File: src/logic/standby_pkg.sv
// Standby receive definitions
`default_nettype none

package standby_pkg;

  // Bus timer thresholds and counter
  localparam int unsigned TimerWidth = 20;

  // Target addressing
  localparam int unsigned AddrWidth = 7;

  // RX descriptor layout
  localparam int unsigned RxDescWidth = 32;
  localparam int unsigned DescCountWidth = 16;
  localparam int unsigned DescErrBit = 31;

  typedef logic [AddrWidth-1:0] addr_t;
  typedef logic [TimerWidth-1:0] timer_t;
  typedef logic [7:0] rx_byte_t;
  typedef logic [RxDescWidth-1:0] rx_desc_t;

  // Reserved for CCCs, never acked in standby
  localparam addr_t BroadcastAddr = 7'h7E;

endpackage

`default_nettype wire

File: src/logic/queue_stage.sv
// Two-entry skid buffer
`timescale 1ns/1ps
`default_nettype none

module queue_stage #(
  parameter type payload_t = logic [7:0]
) (
  input  logic     clk_i,
  input  logic     rst_ni,
  input  logic     in_valid_i,
  output logic     in_ready_o,
  input  payload_t in_data_i,
  output logic     out_valid_o,
  input  logic     out_ready_i,
  output payload_t out_data_o
);

  logic     skid_valid_q;
  payload_t skid_data_q;
  logic     push;
  logic     load_out;

  assign in_ready_o = ~skid_valid_q;
  assign push       = in_valid_i & in_ready_o;
  // Output register is free when empty or being drained
  assign load_out   = ~out_valid_o | out_ready_i;

  always_ff @(posedge clk_i or negedge rst_ni) begin
    if (!rst_ni) begin
      out_valid_o  <= 1'b0;
      skid_valid_q <= 1'b0;
    end else if (load_out) begin
      if (skid_valid_q) begin
        out_valid_o  <= 1'b1;
        skid_valid_q <= 1'b0;
      end else begin
        out_valid_o <= push;
      end
    end else if (push) begin
      skid_valid_q <= 1'b1;
    end
  end

  always_ff @(posedge clk_i) begin
    if (load_out) begin
      out_data_o <= skid_valid_q ? skid_data_q : in_data_i;
    end
    if (in_ready_o) begin
      skid_data_q <= in_data_i;
    end
  end

endmodule

`default_nettype wire

File: src/logic/bus_timers.sv
// Bus free and idle timers
`timescale 1ns/1ps
`default_nettype none

module bus_timers
  import standby_pkg::*;
(
  input  logic   clk_i,
  input  logic   rst_ni,
  input  logic   enable_i,
  input  logic   start_det_i,
  input  logic   stop_det_i,
  input  timer_t t_bus_free_i,
  input  timer_t t_bus_idle_i,
  output logic   bus_free_o,
  output logic   bus_idle_o
);

  timer_t cnt_q;
  logic   restart;

  // Any bus condition restarts the measurement
  assign restart = start_det_i | stop_det_i;

  always_ff @(posedge clk_i or negedge rst_ni) begin
    if (!rst_ni) begin
      cnt_q <= '0;
    end else if (!enable_i || restart) begin
      cnt_q <= '0;
    end else if (cnt_q != '1) begin
      cnt_q <= cnt_q + 1'b1;
    end
  end

  always_ff @(posedge clk_i or negedge rst_ni) begin
    if (!rst_ni) begin
      bus_free_o <= 1'b0;
      bus_idle_o <= 1'b0;
    end else if (!enable_i || restart) begin
      bus_free_o <= 1'b0;
      bus_idle_o <= 1'b0;
    end else begin
      bus_free_o <= (cnt_q >= t_bus_free_i);
      bus_idle_o <= (cnt_q >= t_bus_idle_i);
    end
  end

endmodule

`default_nettype wire

File: src/logic/target_rx_fsm.sv
// Target receive state machine
`timescale 1ns/1ps
`default_nettype none

module target_rx_fsm
  import standby_pkg::*;
(
  input  logic     clk_i,
  input  logic     rst_ni,
  input  logic     enable_i,
  input  logic     start_det_i,
  input  logic     stop_det_i,
  input  logic     rx_byte_valid_i,
  input  rx_byte_t rx_byte_i,
  input  logic     bus_free_i,
  input  addr_t    sta_addr_i,
  input  logic     sta_addr_valid_i,
  input  addr_t    dyn_addr_i,
  input  logic     dyn_addr_valid_i,
  output rx_byte_t bus_addr_o,
  output logic     bus_addr_valid_o,
  output logic     addr_ack_o,
  output logic     xfer_begin_o,
  output logic     data_valid_o,
  output rx_byte_t data_byte_o,
  output logic     xfer_end_o,
  output logic     xfer_in_progress_o
);

  typedef enum logic [2:0] {
    Unjoined,
    Idle,
    Address,
    Write,
    Ignore
  } state_e;

  state_e state_q, state_d;

  addr_t own_addr;
  logic  own_addr_valid;
  logic  addr_match;
  logic  bus_event;
  logic  addr_seen;
  logic  ack;
  logic  write_byte;
  logic  write_end;

  // Dynamic address takes priority over the static one
  assign own_addr_valid = dyn_addr_valid_i | sta_addr_valid_i;
  assign own_addr       = dyn_addr_valid_i ? dyn_addr_i : sta_addr_i;

  assign addr_match = own_addr_valid && (rx_byte_i[7:1] == own_addr) &&
                      (rx_byte_i[7:1] != BroadcastAddr) && !rx_byte_i[0];

  assign bus_event  = start_det_i | stop_det_i;
  assign addr_seen  = enable_i && (state_q == Address) && rx_byte_valid_i && !bus_event;
  assign ack        = addr_seen && addr_match;
  assign write_byte = enable_i && (state_q == Write) && rx_byte_valid_i && !bus_event;
  // A repeated start also closes the write
  assign write_end  = enable_i && (state_q == Write) && bus_event;

  always_comb begin
    state_d = state_q;
    unique case (state_q)
      Unjoined: begin
        if (bus_free_i) state_d = Idle;
      end
      Idle: begin
        if (start_det_i) state_d = Address;
      end
      Address: begin
        if (stop_det_i) begin
          state_d = Idle;
        end else if (start_det_i) begin
          state_d = Address;
        end else if (rx_byte_valid_i) begin
          state_d = addr_match ? Write : Ignore;
        end
      end
      Write, Ignore: begin
        if (stop_det_i) begin
          state_d = Idle;
        end else if (start_det_i) begin
          state_d = Address;
        end
      end
      default: state_d = Unjoined;
    endcase
    if (!enable_i) state_d = Unjoined;
  end

  always_ff @(posedge clk_i or negedge rst_ni) begin
    if (!rst_ni) begin
      state_q <= Unjoined;
    end else begin
      state_q <= state_d;
    end
  end

  always_ff @(posedge clk_i or negedge rst_ni) begin
    if (!rst_ni) begin
      bus_addr_o         <= '0;
      bus_addr_valid_o   <= 1'b0;
      addr_ack_o         <= 1'b0;
      data_valid_o       <= 1'b0;
      xfer_end_o         <= 1'b0;
      xfer_in_progress_o <= 1'b0;
    end else begin
      bus_addr_valid_o <= addr_seen;
      addr_ack_o       <= ack;
      data_valid_o     <= write_byte;
      xfer_end_o       <= write_end;
      if (addr_seen) bus_addr_o <= rx_byte_i;
      if (ack) begin
        xfer_in_progress_o <= 1'b1;
      end else if (stop_det_i || !enable_i) begin
        xfer_in_progress_o <= 1'b0;
      end
    end
  end

  always_ff @(posedge clk_i) begin
    if (write_byte) data_byte_o <= rx_byte_i;
  end

  // The ack opens the write transfer
  assign xfer_begin_o = addr_ack_o;

endmodule

`default_nettype wire

File: src/logic/descriptor_rx.sv
// RX byte and descriptor builder
`timescale 1ns/1ps
`default_nettype none

module descriptor_rx
  import standby_pkg::*;
(
  input  logic     clk_i,
  input  logic     rst_ni,
  input  logic     xfer_begin_i,
  input  logic     data_valid_i,
  input  rx_byte_t data_byte_i,
  input  logic     xfer_end_i,
  output logic     rx_queue_wvalid_o,
  input  logic     rx_queue_wready_i,
  output rx_byte_t rx_queue_wdata_o,
  output logic     rx_desc_queue_wvalid_o,
  input  logic     rx_desc_queue_wready_i,
  output rx_desc_t rx_desc_queue_wdata_o,
  output logic     rx_overflow_o
);

  logic [DescCountWidth-1:0] byte_cnt_q;
  logic                      err_q;
  logic                      data_ready;
  logic                      data_push;
  logic                      desc_ready;
  logic                      desc_push_q;
  rx_desc_t                  desc_word_q;

  assign data_push = data_valid_i & data_ready;

  always_ff @(posedge clk_i or negedge rst_ni) begin
    if (!rst_ni) begin
      byte_cnt_q <= '0;
      err_q      <= 1'b0;
    end else if (xfer_begin_i) begin
      byte_cnt_q <= '0;
      err_q      <= 1'b0;
    end else if (data_push) begin
      byte_cnt_q <= byte_cnt_q + 1'b1;
    end else if (data_valid_i) begin
      err_q <= 1'b1;
    end
  end

  // Descriptor is pushed one cycle after the transfer ends
  always_ff @(posedge clk_i or negedge rst_ni) begin
    if (!rst_ni) begin
      desc_push_q <= 1'b0;
    end else begin
      desc_push_q <= xfer_end_i;
    end
  end

  always_ff @(posedge clk_i) begin
    if (xfer_end_i) begin
      desc_word_q                       <= '0;
      desc_word_q[DescCountWidth-1:0]   <= byte_cnt_q;
      desc_word_q[DescErrBit]           <= err_q;
    end
  end

  // Dropped bytes and dropped descriptors
  assign rx_overflow_o = (data_valid_i & ~data_ready) | (desc_push_q & ~desc_ready);

  queue_stage #(.payload_t(rx_byte_t)) u_data_stage (
    .clk_i,
    .rst_ni,
    .in_valid_i  (data_push),
    .in_ready_o  (data_ready),
    .in_data_i   (data_byte_i),
    .out_valid_o (rx_queue_wvalid_o),
    .out_ready_i (rx_queue_wready_i),
    .out_data_o  (rx_queue_wdata_o)
  );

  queue_stage #(.payload_t(rx_desc_t)) u_desc_stage (
    .clk_i,
    .rst_ni,
    .in_valid_i  (desc_push_q),
    .in_ready_o  (desc_ready),
    .in_data_i   (desc_word_q),
    .out_valid_o (rx_desc_queue_wvalid_o),
    .out_ready_i (rx_desc_queue_wready_i),
    .out_data_o  (rx_desc_queue_wdata_o)
  );

endmodule

`default_nettype wire

File: src/logic/controller_standby.sv
// I3C standby receive top
`timescale 1ns/1ps
`default_nettype none

module controller_standby
  import standby_pkg::*;
(
  input  logic     clk_i,
  input  logic     rst_ni,
  input  logic     standby_en_i,

  // Decoded bus events
  input  logic     start_det_i,
  input  logic     stop_det_i,
  input  logic     rx_byte_valid_i,
  input  rx_byte_t rx_byte_i,

  input  timer_t   t_bus_free_i,
  input  timer_t   t_bus_idle_i,

  input  addr_t    target_sta_addr_i,
  input  logic     target_sta_addr_valid_i,
  input  addr_t    target_dyn_addr_i,
  input  logic     target_dyn_addr_valid_i,

  // Status
  output logic     bus_free_o,
  output logic     bus_idle_o,
  output logic     addr_ack_o,
  output rx_byte_t bus_addr_o,
  output logic     bus_addr_valid_o,
  output logic     xfer_in_progress_o,

  // RX queues
  output logic     rx_queue_wvalid_o,
  input  logic     rx_queue_wready_i,
  output rx_byte_t rx_queue_wdata_o,
  output logic     rx_desc_queue_wvalid_o,
  input  logic     rx_desc_queue_wready_i,
  output rx_desc_t rx_desc_queue_wdata_o,
  output logic     rx_overflow_o
);

  logic     bus_free;
  logic     xfer_begin;
  logic     data_valid;
  rx_byte_t data_byte;
  logic     xfer_end;

  assign bus_free_o = bus_free;

  bus_timers u_bus_timers (
    .clk_i,
    .rst_ni,
    .enable_i     (standby_en_i),
    .start_det_i,
    .stop_det_i,
    .t_bus_free_i,
    .t_bus_idle_i,
    .bus_free_o   (bus_free),
    .bus_idle_o
  );

  target_rx_fsm u_target_rx_fsm (
    .clk_i,
    .rst_ni,
    .enable_i           (standby_en_i),
    .start_det_i,
    .stop_det_i,
    .rx_byte_valid_i,
    .rx_byte_i,
    .bus_free_i         (bus_free),
    .sta_addr_i         (target_sta_addr_i),
    .sta_addr_valid_i   (target_sta_addr_valid_i),
    .dyn_addr_i         (target_dyn_addr_i),
    .dyn_addr_valid_i   (target_dyn_addr_valid_i),
    .bus_addr_o,
    .bus_addr_valid_o,
    .addr_ack_o,
    .xfer_begin_o       (xfer_begin),
    .data_valid_o       (data_valid),
    .data_byte_o        (data_byte),
    .xfer_end_o         (xfer_end),
    .xfer_in_progress_o
  );

  descriptor_rx u_descriptor_rx (
    .clk_i,
    .rst_ni,
    .xfer_begin_i           (xfer_begin),
    .data_valid_i           (data_valid),
    .data_byte_i            (data_byte),
    .xfer_end_i             (xfer_end),
    .rx_queue_wvalid_o,
    .rx_queue_wready_i,
    .rx_queue_wdata_o,
    .rx_desc_queue_wvalid_o,
    .rx_desc_queue_wready_i,
    .rx_desc_queue_wdata_o,
    .rx_overflow_o
  );

endmodule

`default_nettype wire

File: config.mk
export PLATFORM = sky130hd
export DESIGN_NAME = controller_standby
export DESIGN_NICKNAME = d
export VERILOG_FILES = /design/src/logic/standby_pkg.sv /design/src/logic/queue_stage.sv /design/src/logic/bus_timers.sv /design/src/logic/target_rx_fsm.sv /design/src/logic/descriptor_rx.sv /design/src/logic/controller_standby.sv
export SDC_FILE = /design/constraint.sdc
export NUM_CORES = 1
export LEC_CHECK = 0
export ABC_AREA = 0
export BUFFER_PORTS_ARGS = -buffer_cell sky130_fd_sc_hd__buf_2
export CORE_MARGIN = 8
export CORE_UTILIZATION = 56
export CTS_CLUSTER_DIAMETER = 30
export DETAILED_ROUTE_END_ITERATION = 8
export PLACE_DENSITY = 0.85
export REMOVE_ABC_BUFFERS = 1
export SLEW_MARGIN = 40
export SYNTH_ARGS = -nofsm -noshare
export SYNTH_HDL_FRONTEND = slang
export SYNTH_SLANG_ARGS = --single-unit
File: constraint.sdc
create_clock -name clk_i -period 2.35 [get_ports clk_i]
set_clock_uncertainty 0.1 [all_clocks]
set_input_delay 0.1175 -clock clk_i [delete_from_list [all_inputs] [get_ports clk_i]]
set_output_delay 0.1175 -clock clk_i [all_outputs]
set_load 0.02 [all_outputs]
==> results.md <==
* Post-Synthesis Cells at 593
* Vias after detailed routing at 4955
* Post-route DRC at 0
* PortBufs at 127
* Core ar. at 12600 um^2
* Post-synthesis cell type count at 53
* NetSw at 0.00136 W
* Cell-internal power at 0.00450 W
* Reg2reg setup slack at 0.20 ns
* Placed inst area at 8050 um^2
* RSZ-0062 raised after global routing: false
* Htree depth at 4
* Register area share after synthesis at 59.1%
* CP endpoint: u_bus_timers.bus_idle_o
* P&R area growth vs syn at 21.7%
* Antenna Nets Post-Route at 0
* CP Launch Point: u_bus_timers.cnt_q[0]
* Switching Share at 23.3%
* Initial Util at 57.3%
* Initial antenna violation count at 0
* Root Buffer: clkbuf_16
* Fmax at 464 MHz
* Avg Inst Size Synth at 12.1 um^2
* Worst-path fanout max at 4
* Syn. warnings at 0
* Critical path class: flip-flop to flip-flop
* Clk sinks at 165
* First-pass GRT wire length at 24800 um
* Fin. Hold Viols at 0
* Final setup margin at 0.196 ns
* Worst slack at placement at 0.206 ns
* Max VDD drop at 0.498 mV
* Period utilization at 91.7%
* Main flop type after synthesis: edfxtp_1
* Routed WL per cell at 15.9 um
* CTS tree: done
* Status: finished clean
* Final Util at 69.7%
* CP startpoint kind: flip-flop
* CP delay by family, top: simple AND/OR/NAND/NOR gates
* DP Cell Count at 884
* CP required at 2.57 ns
* Clock period minus worst slack at 2.15 ns
* Fin Setup TNS at 0 ns
* I/O Pins at 128
* Sequential Power Share at 50.7%
* Buf/Inv on CP at 1
* Combinational share of power at 3.9%
* Worst path max stage delay at 0.55 ns
* Worst hold path type: input port to flip-flop
* Final Non-Filler Cells at 929
* Leakage power at 4.18 nW
* Final Max Slew Viols at 0
* Max Cap Viol at 0
* Die height at 129 um
* GRT Total Usage at 18.5%
* Post-synth EDFFs at 65
* Most frequent cells in the layout: buf_2 (127), edfxtp_1 (65), dfrtp_1 (60), nor2_1 (51), inv_1 (46)
* Clock share of power at 45.4%
* Crit path depth at 7
* CTS buffer count at 17
* Commonest non-fill, non-tap cell in the layout: buf_2
* P per Cell Area at 669 nW/um^2
* Placed wire-length estimate after detailed placement at 10600 um
* Crit end category: flip-flop
* Die X at 129 um
* Nets at 858
* Reg2Reg Depth at 7
* Reg clk slew, reported paths at 0.07 ns
* Die area at 16700 um^2
* Antenna diodes at 0
* Slowest CP cell: or4_1
* Detailed Route WL at 14800 um
* Worst Tran Pin Value at 0.780 ns
* Arr. time, crit path at 2.37 ns
* Mapped cell area at 7200 um^2
* Number of global-route vias before repair at 5277
* Worst-path cell chain: inv_1 > ha_1 > nor2b_1 > o21ai_0 > a221oi_1 > or4_1 > a311oi_1
* Synthesized flop and latch total at 165
* Origin of the critical flop-to-flop path: u_bus_timers.cnt_q[0]
* Final instance area at 8760 um^2
* R2R Path End: u_bus_timers.bus_idle_o
* Final Setup Violations at 0
* GP Congestion at 0.839
* Clock latency on the worst-skew pair at 0.42 ns
* Largest net degree at the start of global routing at 38
* Slew HR at 48.0%
* Cts repair resizes at 0
* DR pass1 iterations at 4
* Clk buf depth at 2
* Initial DRC Count at 314
* Cell Rows at 41
* Vias per cell at 5.33
* Fraction of registers with async set/reset at 36.4%
* Overflow after GRT at 0
* Layout cells sized above 1 at 27.6%
[worst min-delay path: stages]
cell and delay (ns):
buf_2 0.09, nor2b_1 0.05, nor2_1 0.08, nor3_1 0.05
nor2_1 0.07, a211oi_1 0.07
[timing repair]
| action | in CTS | in global routing |
|---|---|---|
| endpoints found under the hold margin | 44 | 0 |
| buffers inserted | 0 | 0 |
| hold buffers | 13 | 0 |
[synth_stat cells, drive strengths merged, types with 2 or more instances]
master	number	area (um^2)
edfxtp	65	1950
dfrtp	60	1500
nor2	51	191
inv	46	173
ha	42	526
dfxtp	40	801
mux2	33	372
nand2	26	97.6
and2	21	131
a21oi	20	100
xor2	20	175
nand3	17	85.1
nand4	17	128
o21ai	17	85.1
xnor2	12	105
clkbuf	10	37.5
nand2b	10	62.6
buf	7	46.3
mux2i	7	70.1
nor2b	7	43.8
nor3	7	46.3
nor4	6	43.8
or4	6	48.8
and3	5	32.5
o2111ai	5	43.8
a21o	4	30.0
a211oi	3	22.5
a31oi	3	18.8
or3	3	18.8
a2111oi	2	23.8
a211o	2	17.5
a221oi	2	17.5
a311oi	2	17.5
o211a	2	20.0
o211ai	2	25.0
o21a	2	15.0
o32a	2	20.0
[cell type report]
type,count,area (um^2)
inverters,46,173
clock inverters,15,161
well taps,172,215
flip-flops and latches,165,4250
repair buffers,149,846
fillers,884,3800
multi-input cells,365,2690
clock buffers,17,425
[how the worst min path moves through the flow]
stage | slack (ns) | depth (start not counted) | from | end
finish | 0.05 | 6 | rx_byte_valid_i | u_target_rx_fsm.state_q[1]
global route | 0.1 | 5 | rx_byte_valid_i | u_target_rx_fsm.state_q[0]
CTS | 0.04 | 6 | rx_byte_valid_i | u_target_rx_fsm.state_q[1]
detailed placement | 0.06 | 1 | rst_ni | u_bus_timers.cnt_q[6]
global placement | 0.05 | 1 | rst_ni | u_bus_timers.cnt_q[6]
floorplan | -0.28 | 0 | rst_ni | u_bus_timers.bus_free_o
[registers in the layout, indices dropped and copies added (netlist names), 3 cells and up]
| name | cells |
|---|---|
| u_descriptor_rx.u_data_stage.skid_data_q | 8 |
| u_descriptor_rx.byte_cnt_q | 16 |
| u_target_rx_fsm.data_byte_o | 8 |
| u_descriptor_rx.u_desc_stage.out_data_o | 32 |
| u_descriptor_rx.u_data_stage.out_data_o | 8 |
| u_target_rx_fsm.bus_addr_o | 8 |
| u_descriptor_rx.desc_word_q | 17 |
| u_bus_timers.cnt_q | 20 |
| u_descriptor_rx.u_desc_stage.skid_data_q | 32 |
| u_target_rx_fsm.state_q | 3 |
[per-stage QoR]
stage / hold slack [ns] / power, W
finish: 0.0527 / 0.00587
floorplan: -0.278 / 0.00312
global placement: 0.0501 / 0.00324
detailed placement: 0.0618 / 0.00325
CTS: 0.0364 / 0.00592
global route: 0.0974 / 0.00607
[metal layers]
| layer | up-vias | global-route usage (%) | wire, um |
|---|---|---|---|
| li1 | 2413 | - | - |
| met1 | 2368 | 21.9 | 6280 |
| met2 | 149 | 31.6 | 7320 |
| met3 | 25 | 4.35 | 847 |
| met4 | 0 | 8.15 | 303 |
| met5 | - | 0 | 0 |
[power groups by stage]
stage	logic, W	registers, W	clock network [W]
after floorplan	0.0000884	0.00304	0
final	0.000228	0.00297	0.00266
after CTS	0.000230	0.00297	0.00271
after global routing	0.000261	0.00297	0.00284
after detailed placement	0.000214	0.00303	0
after global placement	0.000205	0.00303	0
[cells by family (layout without fill, tap and decap cells)]
kind of cell / after synthesis / in the layout / synth area share, %
AOI/OAI and AO/OA: 72 / 72 / 6.80
xor gates and xnor gates: 32 / 32 / 3.89
adders and majority gates: 42 / 42 / 7.30
buffers and inverters: 63 / 227 / 3.56
DFF: 165 / 165 / 59.1
muxes: 40 / 40 / 6.13
and+or+nand+nor: 179 / 179 / 13.2
Note: power is estimated with default switching activity, not from simulation.
